### config.mk
export PLATFORM = sky130hd
export DESIGN_NAME = i3c_target_top
export DESIGN_NICKNAME = d
export VERILOG_FILES = /design/src/i3c_pkg.sv /design/src/controller_pkg.sv /design/src/i3c_target_top.sv /design/src/rx_queue.sv /design/src/controller_standby.sv /design/src/i3c_target_engine.sv /design/src/i2c_target_engine.sv /design/src/bus_monitor.sv
export SDC_FILE = /design/constraint.sdc
export NUM_CORES = 1
export LEC_CHECK = 0
export ABC_AREA = 1
export BUFFER_PORTS_ARGS = -buffer_cell sky130_fd_sc_hd__buf_2
export CAP_MARGIN = 10
export CORE_ASPECT_RATIO = 1.4
export CORE_UTILIZATION = 60
export CTS_CLUSTER_DIAMETER = 120
export DETAILED_ROUTE_END_ITERATION = 8
export PLACE_DENSITY = 0.88
export SLEW_MARGIN = 20
export SYNTH_ARGS = -nofsm -noshare
export SYNTH_HDL_FRONTEND = slang
export SYNTH_SLANG_ARGS = --single-unit
### constraint.sdc
create_clock -name clk_i -period 2.7 [get_ports clk_i]
set_input_delay 0.405 -clock clk_i [delete_from_list [all_inputs] [get_ports clk_i]]
set_output_delay 0.405 -clock clk_i [all_outputs]
set_load 0.02 [all_outputs]
### src/i3c_pkg.sv
// Bus-level types: address, data byte, bus event flags, broadcast address

package i3c_pkg;

  // 7-bit target address as seen on the bus
  typedef logic [6:0] addr7_t;

  // One data byte on SDA, MSB first
  typedef logic [7:0] data_byte_t;

  // Single-cycle condition flags plus the synchronized SDA level
  typedef struct packed {
    logic start;
    logic rstart;
    logic stop;
    logic scl_rise;
    logic scl_fall;
    logic sda;
  } bus_event_t;

  // I3C broadcast address
  localparam addr7_t BCAST_ADDR = 7'h7E;

endpackage
### src/controller_pkg.sv
// Target queue entry, bus mode and engine FSM state types

package controller_pkg;

  import i3c_pkg::*;

  typedef enum logic {
    MODE_I2C = 1'b0,
    MODE_I3C = 1'b1
  } bus_mode_e;

  // Last is set on the byte that ended with STOP or repeated START
  typedef struct packed {
    data_byte_t data;
    logic       last;
    bus_mode_e  mode;
  } rx_entry_t;

  // Shared by both target engines
  typedef enum logic [2:0] {
    IDLE,
    ADDR,
    ADDR_ACK,
    DATA,
    DATA_ACK_OR_TBIT,
    IGNORE
  } engine_state_e;

endpackage

### src/i3c_target_top.sv
// Top level: standby bus controller feeding the RX queue
`timescale 1ns/1ps

module i3c_target_top
  import i3c_pkg::*;
  import controller_pkg::*;
#(
  parameter int unsigned RxQueueDepth = 16,
  parameter int unsigned SyncStages   = 2
) (
  input  logic       clk_i,
  input  logic       arst_n_i,
  input  logic       scl_i,
  input  logic       sda_i,
  input  logic       i3c_en_i,
  input  addr7_t     static_addr_i,
  input  addr7_t     dyn_addr_i,
  input  logic       dyn_addr_valid_i,
  output logic       sda_o,
  output logic       bus_start_o,
  output logic       bus_rstart_o,
  output logic       bus_stop_o,
  output logic [7:0] bus_addr_o,
  output logic       bus_addr_valid_o,
  output logic       parity_err_o,
  output logic       rx_rvalid_o,
  output rx_entry_t  rx_rentry_o,
  input  logic       rx_rready_i
);

  logic      rx_wvalid;
  logic      rx_wready;
  rx_entry_t rx_wentry;

  controller_standby #(
    .SyncStages(SyncStages)
  ) xcontroller_standby (
    .clk_i           (clk_i),
    .arst_n_i        (arst_n_i),
    .scl_i           (scl_i),
    .sda_i           (sda_i),
    .i3c_en_i        (i3c_en_i),
    .static_addr_i   (static_addr_i),
    .dyn_addr_i      (dyn_addr_i),
    .dyn_addr_valid_i(dyn_addr_valid_i),
    .rx_wready_i     (rx_wready),
    .sda_o           (sda_o),
    .rx_wvalid_o     (rx_wvalid),
    .rx_wentry_o     (rx_wentry),
    .bus_start_o     (bus_start_o),
    .bus_rstart_o    (bus_rstart_o),
    .bus_stop_o      (bus_stop_o),
    .bus_addr_o      (bus_addr_o),
    .bus_addr_valid_o(bus_addr_valid_o),
    .parity_err_o    (parity_err_o)
  );

  rx_queue #(
    .RxQueueDepth(RxQueueDepth)
  ) xrx_queue (
    .clk_i   (clk_i),
    .arst_n_i(arst_n_i),
    .wvalid_i(rx_wvalid),
    .wentry_i(rx_wentry),
    .wready_o(rx_wready),
    .rvalid_o(rx_rvalid_o),
    .rentry_o(rx_rentry_o),
    .rready_i(rx_rready_i)
  );

endmodule

### src/rx_queue.sv
// RX queue: synchronous FIFO of RX entries with valid/ready on both sides
`timescale 1ns/1ps

module rx_queue
  import controller_pkg::*;
#(
  parameter int unsigned RxQueueDepth = 16
) (
  input  logic      clk_i,
  input  logic      arst_n_i,
  input  logic      wvalid_i,
  input  rx_entry_t wentry_i,
  output logic      wready_o,
  output logic      rvalid_o,
  output rx_entry_t rentry_o,
  input  logic      rready_i
);

  localparam int unsigned PtrWidth = $clog2(RxQueueDepth);
  localparam int unsigned CntWidth = $clog2(RxQueueDepth + 1);

  rx_entry_t mem [RxQueueDepth];
  logic [PtrWidth-1:0] wr_ptr, rd_ptr;
  logic [CntWidth-1:0] count;
  logic push, pop;

  assign wready_o = count != CntWidth'(RxQueueDepth);
  assign rvalid_o = count != '0;
  assign rentry_o = mem[rd_ptr];
  assign push     = wvalid_i & wready_o;
  assign pop      = rvalid_o & rready_i;

  always_ff @(posedge clk_i or negedge arst_n_i) begin
    if (!arst_n_i) begin
      wr_ptr <= '0;
      rd_ptr <= '0;
      count  <= '0;
    end else begin
      // Pointers wrap at the depth, which need not be a power of two
      if (push) wr_ptr <= (wr_ptr == PtrWidth'(RxQueueDepth - 1)) ? '0 : wr_ptr + 1'b1;
      if (pop) rd_ptr <= (rd_ptr == PtrWidth'(RxQueueDepth - 1)) ? '0 : rd_ptr + 1'b1;
      if (push && !pop) count <= count + 1'b1;
      else if (pop && !push) count <= count - 1'b1;
    end
  end

  always_ff @(posedge clk_i) begin
    if (push) mem[wr_ptr] <= wentry_i;
  end

endmodule

### src/controller_standby.sv
// Standby controller: I2C and I3C target engines muxed by bus mode
`timescale 1ns/1ps

module controller_standby
  import i3c_pkg::*;
  import controller_pkg::*;
#(
  parameter int unsigned SyncStages = 2
) (
  input  logic       clk_i,
  input  logic       arst_n_i,
  input  logic       scl_i,
  input  logic       sda_i,
  input  logic       i3c_en_i,
  input  addr7_t     static_addr_i,
  input  addr7_t     dyn_addr_i,
  input  logic       dyn_addr_valid_i,
  input  logic       rx_wready_i,
  output logic       sda_o,
  output logic       rx_wvalid_o,
  output rx_entry_t  rx_wentry_o,
  output logic       bus_start_o,
  output logic       bus_rstart_o,
  output logic       bus_stop_o,
  output logic [7:0] bus_addr_o,
  output logic       bus_addr_valid_o,
  output logic       parity_err_o
);

  bus_mode_e  mode;
  logic       i2c_sda, i2c_wvalid, i2c_start, i2c_rstart, i2c_stop, i2c_addr_valid;
  logic       i3c_sda, i3c_wvalid, i3c_start, i3c_rstart, i3c_stop, i3c_addr_valid;
  logic       i3c_parity_err;
  rx_entry_t  i2c_wentry, i3c_wentry;
  logic [7:0] i2c_addr, i3c_addr;

  assign mode = i3c_en_i ? MODE_I3C : MODE_I2C;

  // Unselected engine sees no wready and its SDA is not driven out
  always_comb begin
    sda_o            = (mode == MODE_I3C) ? i3c_sda : i2c_sda;
    rx_wvalid_o      = (mode == MODE_I3C) ? i3c_wvalid : i2c_wvalid;
    rx_wentry_o      = (mode == MODE_I3C) ? i3c_wentry : i2c_wentry;
    bus_start_o      = (mode == MODE_I3C) ? i3c_start : i2c_start;
    bus_rstart_o     = (mode == MODE_I3C) ? i3c_rstart : i2c_rstart;
    bus_stop_o       = (mode == MODE_I3C) ? i3c_stop : i2c_stop;
    bus_addr_o       = (mode == MODE_I3C) ? i3c_addr : i2c_addr;
    bus_addr_valid_o = (mode == MODE_I3C) ? i3c_addr_valid : i2c_addr_valid;
    parity_err_o     = (mode == MODE_I3C) & i3c_parity_err;
  end

  i2c_target_engine #(
    .SyncStages(SyncStages)
  ) xi2c_target_engine (
    .clk_i           (clk_i),
    .arst_n_i        (arst_n_i),
    .scl_i           (scl_i),
    .sda_i           (sda_i),
    .static_addr_i   (static_addr_i),
    .rx_wready_i     (rx_wready_i & (mode == MODE_I2C)),
    .sda_o           (i2c_sda),
    .rx_wvalid_o     (i2c_wvalid),
    .rx_wentry_o     (i2c_wentry),
    .bus_start_o     (i2c_start),
    .bus_rstart_o    (i2c_rstart),
    .bus_stop_o      (i2c_stop),
    .bus_addr_o      (i2c_addr),
    .bus_addr_valid_o(i2c_addr_valid)
  );

  i3c_target_engine #(
    .SyncStages(SyncStages)
  ) xi3c_target_engine (
    .clk_i           (clk_i),
    .arst_n_i        (arst_n_i),
    .scl_i           (scl_i),
    .sda_i           (sda_i),
    .dyn_addr_i      (dyn_addr_i),
    .dyn_addr_valid_i(dyn_addr_valid_i),
    .rx_wready_i     (rx_wready_i & (mode == MODE_I3C)),
    .sda_o           (i3c_sda),
    .rx_wvalid_o     (i3c_wvalid),
    .rx_wentry_o     (i3c_wentry),
    .bus_start_o     (i3c_start),
    .bus_rstart_o    (i3c_rstart),
    .bus_stop_o      (i3c_stop),
    .bus_addr_o      (i3c_addr),
    .bus_addr_valid_o(i3c_addr_valid),
    .parity_err_o    (i3c_parity_err)
  );

endmodule

### src/i3c_target_engine.sv
// I3C target engine: dynamic address match, T-bit parity check, RX queue writes
`timescale 1ns/1ps

module i3c_target_engine
  import i3c_pkg::*;
  import controller_pkg::*;
#(
  parameter int unsigned SyncStages = 2
) (
  input  logic       clk_i,
  input  logic       arst_n_i,
  input  logic       scl_i,
  input  logic       sda_i,
  input  addr7_t     dyn_addr_i,
  input  logic       dyn_addr_valid_i,
  input  logic       rx_wready_i,
  output logic       sda_o,
  output logic       rx_wvalid_o,
  output rx_entry_t  rx_wentry_o,
  output logic       bus_start_o,
  output logic       bus_rstart_o,
  output logic       bus_stop_o,
  output logic [7:0] bus_addr_o,
  output logic       bus_addr_valid_o,
  output logic       parity_err_o
);

  bus_event_t    bus;
  engine_state_e state;
  logic [3:0]    bit_cnt;
  data_byte_t    shreg;
  data_byte_t    pend_data;
  logic pend_valid, pend_last;
  logic sda_q, bcast_q;
  logic out_free, byte_end, end_cond;
  logic is_bcast, addr_hit, tbit_rise;
  logic take_byte, push_mid, push_last;

  bus_monitor #(
    .SyncStages(SyncStages)
  ) xbus_monitor (
    .clk_i   (clk_i),
    .arst_n_i(arst_n_i),
    .scl_i   (scl_i),
    .sda_i   (sda_i),
    .bus_o   (bus)
  );

  assign out_free = ~rx_wvalid_o | rx_wready_i;
  assign byte_end = bus.scl_fall && (bit_cnt == 4'd8);
  assign end_cond = bus.stop | bus.start | bus.rstart;

  assign is_bcast = shreg[7:1] == BCAST_ADDR;
  assign addr_hit = ~shreg[0] & (is_bcast | (dyn_addr_valid_i & (shreg[7:1] == dyn_addr_i)));

  // Nine bits with odd parity make a good byte
  assign tbit_rise = (state == DATA_ACK_OR_TBIT) && bus.scl_rise;
  assign take_byte = tbit_rise && (^{shreg, bus.sda}) && (!pend_valid || out_free);
  assign push_mid  = take_byte && pend_valid;
  assign push_last = pend_valid && (pend_last || end_cond) && out_free;

  always_ff @(posedge clk_i or negedge arst_n_i) begin
    if (!arst_n_i) begin
      state            <= IDLE;
      bit_cnt          <= '0;
      sda_q            <= 1'b1;
      bcast_q          <= 1'b0;
      pend_valid       <= 1'b0;
      pend_last        <= 1'b0;
      rx_wvalid_o      <= 1'b0;
      bus_addr_valid_o <= 1'b0;
      parity_err_o     <= 1'b0;
    end else begin
      bus_addr_valid_o <= 1'b0;
      // Bad parity and overflow both drop the byte
      parity_err_o     <= tbit_rise && !take_byte;
      if (rx_wvalid_o && rx_wready_i) rx_wvalid_o <= 1'b0;
      if (push_mid || push_last) rx_wvalid_o <= 1'b1;

      if (take_byte) pend_valid <= 1'b1;
      if (push_last) begin
        pend_valid <= 1'b0;
        pend_last  <= 1'b0;
      end else if (pend_valid && end_cond) begin
        pend_last <= 1'b1;
      end

      if (bus.stop) begin
        state <= IDLE;
        sda_q <= 1'b1;
      end else if (bus.start || bus.rstart) begin
        state   <= ADDR;
        bit_cnt <= '0;
        sda_q   <= 1'b1;
      end else begin
        case (state)
          ADDR: begin
            if (bus.scl_rise) bit_cnt <= bit_cnt + 4'd1;
            if (byte_end) begin
              state            <= addr_hit ? ADDR_ACK : IGNORE;
              sda_q            <= ~addr_hit;
              bus_addr_valid_o <= addr_hit;
              bcast_q          <= is_bcast;
            end
          end
          ADDR_ACK: begin
            if (bus.scl_fall) begin
              state   <= bcast_q ? IGNORE : DATA;
              sda_q   <= 1'b1;
              bit_cnt <= '0;
            end
          end
          DATA: begin
            if (bus.scl_rise) bit_cnt <= bit_cnt + 4'd1;
            if (byte_end) state <= DATA_ACK_OR_TBIT;
          end
          DATA_ACK_OR_TBIT: begin
            if (bus.scl_fall) begin
              state   <= DATA;
              bit_cnt <= '0;
            end
          end
          default: ;
        endcase
      end
    end
  end

  always_ff @(posedge clk_i) begin
    if (bus.scl_rise) shreg <= {shreg[6:0], bus.sda};
    if (state == ADDR && byte_end) bus_addr_o <= shreg;
    if (take_byte) pend_data <= shreg;
    if (push_mid || push_last) begin
      rx_wentry_o <= '{data: pend_data, last: push_last, mode: MODE_I3C};
    end
  end

  assign sda_o        = sda_q;
  assign bus_start_o  = bus.start;
  assign bus_rstart_o = bus.rstart;
  assign bus_stop_o   = bus.stop;

endmodule

### src/i2c_target_engine.sv
// I2C target engine: static address match, ACK, byte assembly, RX queue writes
`timescale 1ns/1ps

module i2c_target_engine
  import i3c_pkg::*;
  import controller_pkg::*;
#(
  parameter int unsigned SyncStages = 2
) (
  input  logic       clk_i,
  input  logic       arst_n_i,
  input  logic       scl_i,
  input  logic       sda_i,
  input  addr7_t     static_addr_i,
  input  logic       rx_wready_i,
  output logic       sda_o,
  output logic       rx_wvalid_o,
  output rx_entry_t  rx_wentry_o,
  output logic       bus_start_o,
  output logic       bus_rstart_o,
  output logic       bus_stop_o,
  output logic [7:0] bus_addr_o,
  output logic       bus_addr_valid_o
);

  bus_event_t    bus;
  engine_state_e state;
  logic [3:0]    bit_cnt;
  data_byte_t    shreg;
  data_byte_t    pend_data;
  logic pend_valid, pend_last;
  logic sda_q;
  logic out_free, byte_end, end_cond;
  logic take_byte, push_mid, push_last;

  bus_monitor #(
    .SyncStages(SyncStages)
  ) xbus_monitor (
    .clk_i   (clk_i),
    .arst_n_i(arst_n_i),
    .scl_i   (scl_i),
    .sda_i   (sda_i),
    .bus_o   (bus)
  );

  assign out_free = ~rx_wvalid_o | rx_wready_i;
  assign byte_end = bus.scl_fall && (bit_cnt == 4'd8);
  assign end_cond = bus.stop | bus.start | bus.rstart;

  // A byte waits in pend until its successor or the end condition
  assign take_byte = byte_end && (state == DATA) && (!pend_valid || out_free);
  assign push_mid  = take_byte && pend_valid;
  assign push_last = pend_valid && (pend_last || end_cond) && out_free;

  always_ff @(posedge clk_i or negedge arst_n_i) begin
    if (!arst_n_i) begin
      state            <= IDLE;
      bit_cnt          <= '0;
      sda_q            <= 1'b1;
      pend_valid       <= 1'b0;
      pend_last        <= 1'b0;
      rx_wvalid_o      <= 1'b0;
      bus_addr_valid_o <= 1'b0;
    end else begin
      bus_addr_valid_o <= 1'b0;
      if (rx_wvalid_o && rx_wready_i) rx_wvalid_o <= 1'b0;
      if (push_mid || push_last) rx_wvalid_o <= 1'b1;

      if (take_byte) pend_valid <= 1'b1;
      if (push_last) begin
        pend_valid <= 1'b0;
        pend_last  <= 1'b0;
      end else if (pend_valid && end_cond) begin
        pend_last <= 1'b1;
      end

      if (bus.stop) begin
        state <= IDLE;
        sda_q <= 1'b1;
      end else if (bus.start || bus.rstart) begin
        state   <= ADDR;
        bit_cnt <= '0;
        sda_q   <= 1'b1;
      end else begin
        case (state)
          ADDR, DATA: begin
            if (bus.scl_rise) bit_cnt <= bit_cnt + 4'd1;
            if (byte_end && state == DATA) begin
              // NACK when the queue cannot take the previous byte
              state <= DATA_ACK_OR_TBIT;
              sda_q <= ~take_byte;
            end else if (byte_end && shreg == {static_addr_i, 1'b0}) begin
              state            <= ADDR_ACK;
              sda_q            <= 1'b0;
              bus_addr_valid_o <= 1'b1;
            end else if (byte_end) begin
              state <= IGNORE;
            end
          end
          ADDR_ACK, DATA_ACK_OR_TBIT: begin
            if (bus.scl_fall) begin
              state   <= (state == DATA_ACK_OR_TBIT && sda_q) ? IGNORE : DATA;
              sda_q   <= 1'b1;
              bit_cnt <= '0;
            end
          end
          default: ;
        endcase
      end
    end
  end

  always_ff @(posedge clk_i) begin
    if (bus.scl_rise) shreg <= {shreg[6:0], bus.sda};
    if (state == ADDR && byte_end) bus_addr_o <= shreg;
    if (take_byte) pend_data <= shreg;
    if (push_mid || push_last) begin
      rx_wentry_o <= '{data: pend_data, last: push_last, mode: MODE_I2C};
    end
  end

  assign sda_o        = sda_q;
  assign bus_start_o  = bus.start;
  assign bus_rstart_o = bus.rstart;
  assign bus_stop_o   = bus.stop;

endmodule

### src/bus_monitor.sv
// Bus monitor: SCL/SDA synchronizer, START/Sr/STOP and SCL edge detection
`timescale 1ns/1ps

module bus_monitor
  import i3c_pkg::*;
#(
  parameter int unsigned SyncStages = 2
) (
  input  logic       clk_i,
  input  logic       arst_n_i,
  input  logic       scl_i,
  input  logic       sda_i,
  output bus_event_t bus_o
);

  // Top bit holds the previous synchronized level
  logic [SyncStages:0] scl_q;
  logic [SyncStages:0] sda_q;
  logic scl_s, scl_p;
  logic sda_s, sda_p;
  logic start_det;
  logic stop_det;
  logic busy;

  assign scl_s = scl_q[SyncStages-1];
  assign scl_p = scl_q[SyncStages];
  assign sda_s = sda_q[SyncStages-1];
  assign sda_p = sda_q[SyncStages];

  // Conditions only count while SCL stays high
  assign start_det = scl_s & scl_p & sda_p & ~sda_s;
  assign stop_det  = scl_s & scl_p & ~sda_p & sda_s;

  always_ff @(posedge clk_i or negedge arst_n_i) begin
    if (!arst_n_i) begin
      scl_q <= '1;
      sda_q <= '1;
      busy  <= 1'b0;
      bus_o <= '{sda: 1'b1, default: 1'b0};
    end else begin
      scl_q <= {scl_q[SyncStages-1:0], scl_i};
      sda_q <= {sda_q[SyncStages-1:0], sda_i};

      if (start_det) begin
        busy <= 1'b1;
      end else if (stop_det) begin
        busy <= 1'b0;
      end

      bus_o.start    <= start_det & ~busy;
      bus_o.rstart   <= start_det & busy;
      bus_o.stop     <= stop_det;
      bus_o.scl_rise <= scl_s & ~scl_p;
      bus_o.scl_fall <= ~scl_s & scl_p;
      bus_o.sda      <= sda_s;
    end
  end

endmodule

Word level (Yosys, flattened, before mapping)
Memory sizes are Yosys's and may differ from the RTL's.
Index checks and enable logic that the tools add are counted.

operators by class
  add/sub/neg operators = 6
  eq/ne operators = 27
  muxes and demuxes = 76
  bitwise operators = 51
  reduce and logical (&&, ||, !) cells = 64

operators by type and width
  operator                                              number
  2-to-1 mux 3 bit                                      15
  2-to-1 mux 1 bit                                      43
  2-to-1 mux 4 bit                                      8
  bitwise AND 1 bit                                     25
  logical AND 1 bit                                     24
  NOT 1 bit                                             19
  nonzero test 2 bit                                    9
  adder 4 x 1 -> 4 bit (second input constant)          4
  equality test 4 bit (second input constant)           4
  case mux 4 bit (2 select lines)                       2
  equality test 3 x 2 -> 1 bit (second input constant)  4
  case mux 3 bit (4 select lines)                       1
  AND reduction 4 bit                                   3
  2-to-1 mux 10 bit                                     1
  2-to-1 mux 5 bit                                      2
  AND reduction 3 bit                                   3
  XOR reduction 9 bit                                   1
  equality test 8 bit                                   1
  logical OR 1 bit                                      8
  2-to-1 mux 8 bit                                      1
  != test 4 x 2 -> 1 bit (second input constant)        2
  != test 4 x 3 -> 1 bit (second input constant)        2
  nonzero test 4 bit                                    2
  OR reduction 2 bit                                    4
  20 further kinds                                      36

storage, ports and cells
  flip-flop bits (word level) = 131
  bits in writable memories = 160
  memories kept = 1

memory list
  memory         depth  width  read ports  clocked after Yosys merged registers in  write ports  RTL line        RTL
  xrx_queue.mem  16     10     1           0                                        1            rx_queue.sv:22  rx_entry_t mem [RxQueueDepth];

Depth between registers and ports, before layout
  depth in word-level cells = 11
  depth in mapped cells = 15
  gate-level depth less buffers = 15

By module
From an unflattened synthesis, not the netlist that was laid out.

second synthesis, totals
  cell total of the unflattened synthesis = 1,358
  area total of the unflattened synthesis = 13,212.7 sq um

modules (own cells, without submodules)
  module              times used  cells an instance  area an instance (sq um)
  rx_queue            1           805                7,878.8
  i3c_target_engine   1           218                2,213.4
  i2c_target_engine   1           193                2,009.4
  bus_monitor         2           29                 381.6
  controller_standby  1           84                 347.8

Worst setup path after synthesis
Ideal clock, no wire load.

  path type = reg2reg
  from = register xrx_queue.count[1]
  to = register xrx_queue.count[4]
  setup time = 0.123 ns
  data arrival time = 2.245 ns
  required time = 2.577 ns
  slack = 0.332 ns
  stages on the path, launching flop included = 12
  buffers on the path = 0
  clock period less this slack = 2.368 ns
  path through = dfrtp_1 -> nor2_1 -> nand4_1 -> nand2_1 -> ha_1 -> inv_1 -> ha_1 -> a21oi_1 -> nor2_1 -> o21ai_0 -> nand3_1 -> xor2_1

on the way
  word-level cells in the longest chain between the ends = 5
  elaborated cells on any way between the ends = 13
  those cells by class = add/sub: 2; eq/ne: 1; mux: 2; bitwise: 2; reduce/logical: 6

RTL lines
  what                                                    RTL line              RTL
  from (decl)                                             rx_queue.sv:24        logic [CntWidth-1:0] count;
  from (signal assigned)                                  rx_queue.sv:42        if (push && !pop) count <= count + 1'b1;
  from (signal assigned)                                  rx_queue.sv:43        else if (pop && !push) count <= count - 1'b1;
  nonzero test 5 bit (*)                                  rx_queue.sv:28        assign rvalid_o = count != '0;
  net rx_rvalid_o                                         i3c_target_top.sv:26  output logic rx_rvalid_o,
  bitwise AND 1 bit (*)                                   rx_queue.sv:31        assign pop = rvalid_o & rready_i;
  zero test 1 bit                                         rx_queue.sv:42
  logical AND 1 bit                                       rx_queue.sv:42
  2-to-1 mux 5 bit or nonzero test 2 bit (tied branches)  n/a

Mark *: on every way through the listed nets, which the timed path passes. The rest lies on a longest branch. The select of a mux whose other input is x is not followed.
A chain may end at the register's enable or synchronous reset.

==> flow_summary.yaml <==
sta:
  tightest_slew_ns: 0.661
  slew_headroom: 0.558
  finalHoldViolCount: 0
  slew_violations: 0
  finalClockSkew_ns: 0.0158
  finalCritPeriodShare: 0.974
  final-setup-viol-count: 0
  post-route-min-period_ns: 2.63
  fin_ws_ns: 0.0704
  tns_ns: 0
  max_freq_mhz: 380
drt:
  viasPerCell: 5.90
  drtAntennaViolNets: 0
  drtPass1Iterations: 6
  drc: 0
  vias: 7984
  routed_wl_um: 25700
  drt_iter0_markers: 920
  wire_per_inst_um: 19.0
clock_network:
  cts.sinks: 269
  numCtsBuffers: 24
  cts-root-buf: "clkbuf_16"
  cts_buffer_depth: 3
  cts.clk_slew.worst_paths_ns: 0.06
  cts_tree: "yes"
  clk_latency_ns: 0.52
  h-tree-depth: 1
synthesis:
  synthMostInstantiatedCell: "edfxtp_1"
  synthesis.area_sq_um: 11500
  yosysSeqAreaShare: 0.681
  synth_area_per_cell_sq_um: 11.3
  netlist_instances: 1014
  yosysTopAreaCell: "edfxtp_1"
  synth_async_sr_flop_share: 0.190
  synth_seq_cells: 269
  yosysWarnings: 0
  synth-edff-count: 218
  synth_top_cells_by_count: "edfxtp_1, nand2_1, nor2_1"
  synth_top_area_share: 0.569
  synth_nets: 1052
  ys_top_cells_by_area: "edfxtp_1, dfrtp_1, nand2_1, nor2_1, o21ai_0"
  synth_cell_types: 44
  synth_ff_type: "edfxtp_1"
placed_design:
  place.gp.congestion: 0.852
  dpl-instance-area_sq_um: 12200
  io_buffer_count: 45
  pre_cts_slack_ns: 0.262
  dp_cells: 1302
  dp_hpwl_um: 16300
worst_setup_path:
  crit_arrival_ns: 2.22
  cp.required_ns: 2.30
  startpoint_type: "register"
  crit_path_max_fanout: 41
  endpoint_kind: "output port"
  worstSetupPathType: "reg -> out"
die:
  io_pins: 46
  coreArea_sq_um: 18700
  floorplan.initialDensity: 0.616
  die_h_um: 166
  die_width_um: 119
  dieArea_sq_um: 19700
  rows: 59
layout:
  fill_cells: 1138
  antennaDiodeCount: 0
  drive_above_1_share: 0.160
  multi_input_area_sq_um: 3210
  postLayoutCellArea_sq_um: 13100
  area_growth_pct: 14.0
  fin_cells: 1353
  regArea_sq_um: 7840
  nets: 1129
power:
  power_density_nw_per_um2: 995
  leakage_nw: 5.19
  ir_worst_vdd_uv: 711
grt:
  antenna_found_initial: 0
  grt_max_degree: 83
  globalRouteTotalUtil: 0.261
  grt-ovfl-total: 0
  grt_pass1_vias: 8171
  grt_pass1_wl_um: 40400
flow_run:
  maxCapViolCount: 0
hold_path:
  hp-class: "in -> reg"
status:
  status: "completed"
worst max-delay path: stages (launching register included):
cell and delay (ns):
dfrtp_2 0.46, buf_16 0.19, nor2_2 0.18, nor2_1 0.06, o21ai_0 0.07, o21ai_0 0.12, o211ai_1 0.28, nand3_1 0.14
buf_2 0.19
routing by layer:
layer | track usage | wire length, um | vias to the layer above
li1 | - | - | 3652
met1 | 0.288 | 8660 | 3832
met2 | 0.493 | 14100 | 408
met3 | 0.0333 | 1850 | 92
met4 | 0.114 | 1100 | 0
met5 | 0 | 0 | -
through the flow:
| stage | total power [W] | utilization | hold WS (ns) |
|---|---|---|---|
| floorplan | 0.00822 | - | 0.109 |
| global placement | 0.00920 | 0.652 | 0.339 |
| detailed placement | 0.00942 | 0.652 | 0.342 |
| CTS | 0.0128 | 0.697 | 0.119 |
| global route | 0.0138 | 0.702 | 0.159 |
| finish | 0.0131 | 0.702 | 0.150 |
flip-flops by register name, summed over array words and instances, names as in the netlist, 2 cells and up:
register,cells
xcontroller_standby.xi2c_target_engine.bit_cnt,4
xcontroller_standby.xi2c_target_engine.bus_addr_o,8
xcontroller_standby.xi2c_target_engine.pend_data,8
xcontroller_standby.xi2c_target_engine.rx_wentry_o,9
xcontroller_standby.xi2c_target_engine.shreg,8
xcontroller_standby.xi2c_target_engine.state,3
xcontroller_standby.xi2c_target_engine.xbus_monitor.bus_o,6
xcontroller_standby.xi3c_target_engine.bit_cnt,4
xcontroller_standby.xi3c_target_engine.bus_addr_o,8
xcontroller_standby.xi3c_target_engine.pend_data,8
xcontroller_standby.xi3c_target_engine.rx_wentry_o,9
xcontroller_standby.xi3c_target_engine.state,3
xcontroller_standby.xi3c_target_engine.xbus_monitor.scl_q,2
xcontroller_standby.xi3c_target_engine.xbus_monitor.sda_q,2
xrx_queue.count,5
xrx_queue.mem,160
xrx_queue.rd_ptr,4
xrx_queue.wr_ptr,4
kinds of logic (layout without fill, tap and decap cells):
logic type | after synthesis | after routing | synth area share
fa+ha+maj | 17 | 17 | 0.0191
buf+inv | 117 | 212 | 0.0404
mux | 1 | 1 | 0.000979
xor+xnor | 15 | 15 | 0.0114
compound gates | 143 | 143 | 0.0758
simple gates | 452 | 452 | 0.171
flops | 269 | 269 | 0.681
report_power, final:
part           total (W)  leakage [nW]  internal (W)  switching, W
registers        0.00530          2.60       0.00495      0.000356
clock network    0.00337         0.397       0.00194       0.00143
logic            0.00438          2.19       0.00149       0.00289
total             0.0131          5.19       0.00838       0.00467
repair_timing:
item	in CTS	in global routing
setup endpoints to repair	2	4
hold buffers	3	0
endpoints found under the hold margin	16	0
cloned	0	2
buffers inserted	0	2
gates resized for setup	1	3
pin swaps	0	1
cells in the final DEF (no fill, tap or decap), drive strengths merged:
| cell type | netlist | layout |
|---|---|---|
| a21oi | 11 | 11 |
| a22oi | 1 | 1 |
| a31oi | 1 | 1 |
| and3 | 1 | 1 |
| buf | 16 | 83 |
| clkbuf | 21 | 40 |
| clkinv | 1 | 5 |
| clkinvlp | 0 | 1 |
| dfrtp | 43 | 43 |
| dfstp | 8 | 8 |
| dlygate4sd3 | 0 | 3 |
| edfxtp | 218 | 218 |
| fa | 1 | 1 |
| ha | 16 | 16 |
| inv | 79 | 80 |
| mux2 | 1 | 1 |
| nand2 | 192 | 192 |
| nand3 | 50 | 50 |
| nand3b | 2 | 2 |
| nand4 | 12 | 12 |
| nor2 | 183 | 183 |
| nor3 | 7 | 7 |
| nor3b | 2 | 2 |
| nor4 | 1 | 1 |
| o211ai | 21 | 21 |
| o21ai | 88 | 88 |
| o21bai | 1 | 1 |
| o32ai | 20 | 20 |
| or2 | 2 | 2 |
| xnor2 | 5 | 5 |
| xor2 | 10 | 10 |
final timing paths:
check / cells after the start / start / slack (ns) / end
setup / recovery: 8 / xrx_queue.rd_ptr[0]$_DFFE_PN0P_ / 0.07 / rx_rentry_o[7]
min in group asynchronous: 2 / arst_n_i / 0.33 / xrx_queue.count[0]$_DFFE_PN0P_
max in group asynchronous: 3 / arst_n_i / 1.51 / xcontroller_standby.xi2c_target_engine.sda_o$_DFFE_PN1P_
hold reg to reg: 0 / register / 0.36 / register
setup reg to reg: 11 / xrx_queue.count[1]$_DFFE_PN0P_ / 0.22 / xrx_queue.count[4]$_DFFE_PN0P_
hold / removal: 2 / rx_rready_i / 0.15 / xrx_queue.rd_ptr[3]$_DFFE_PN0P_
layout make-up:
class / count / area share
Sequential cell: 269 / 0.597
Multi-Input combinational cell: 628 / 0.245
Clock buffer: 38 / 0.0577
Timing Repair Buffer: 88 / 0.0503
Tap cell: 244 / 0.0233
Inverter: 80 / 0.0231
Clock inverter: 6 / 0.00362
(Power assumes the default switching activity.)
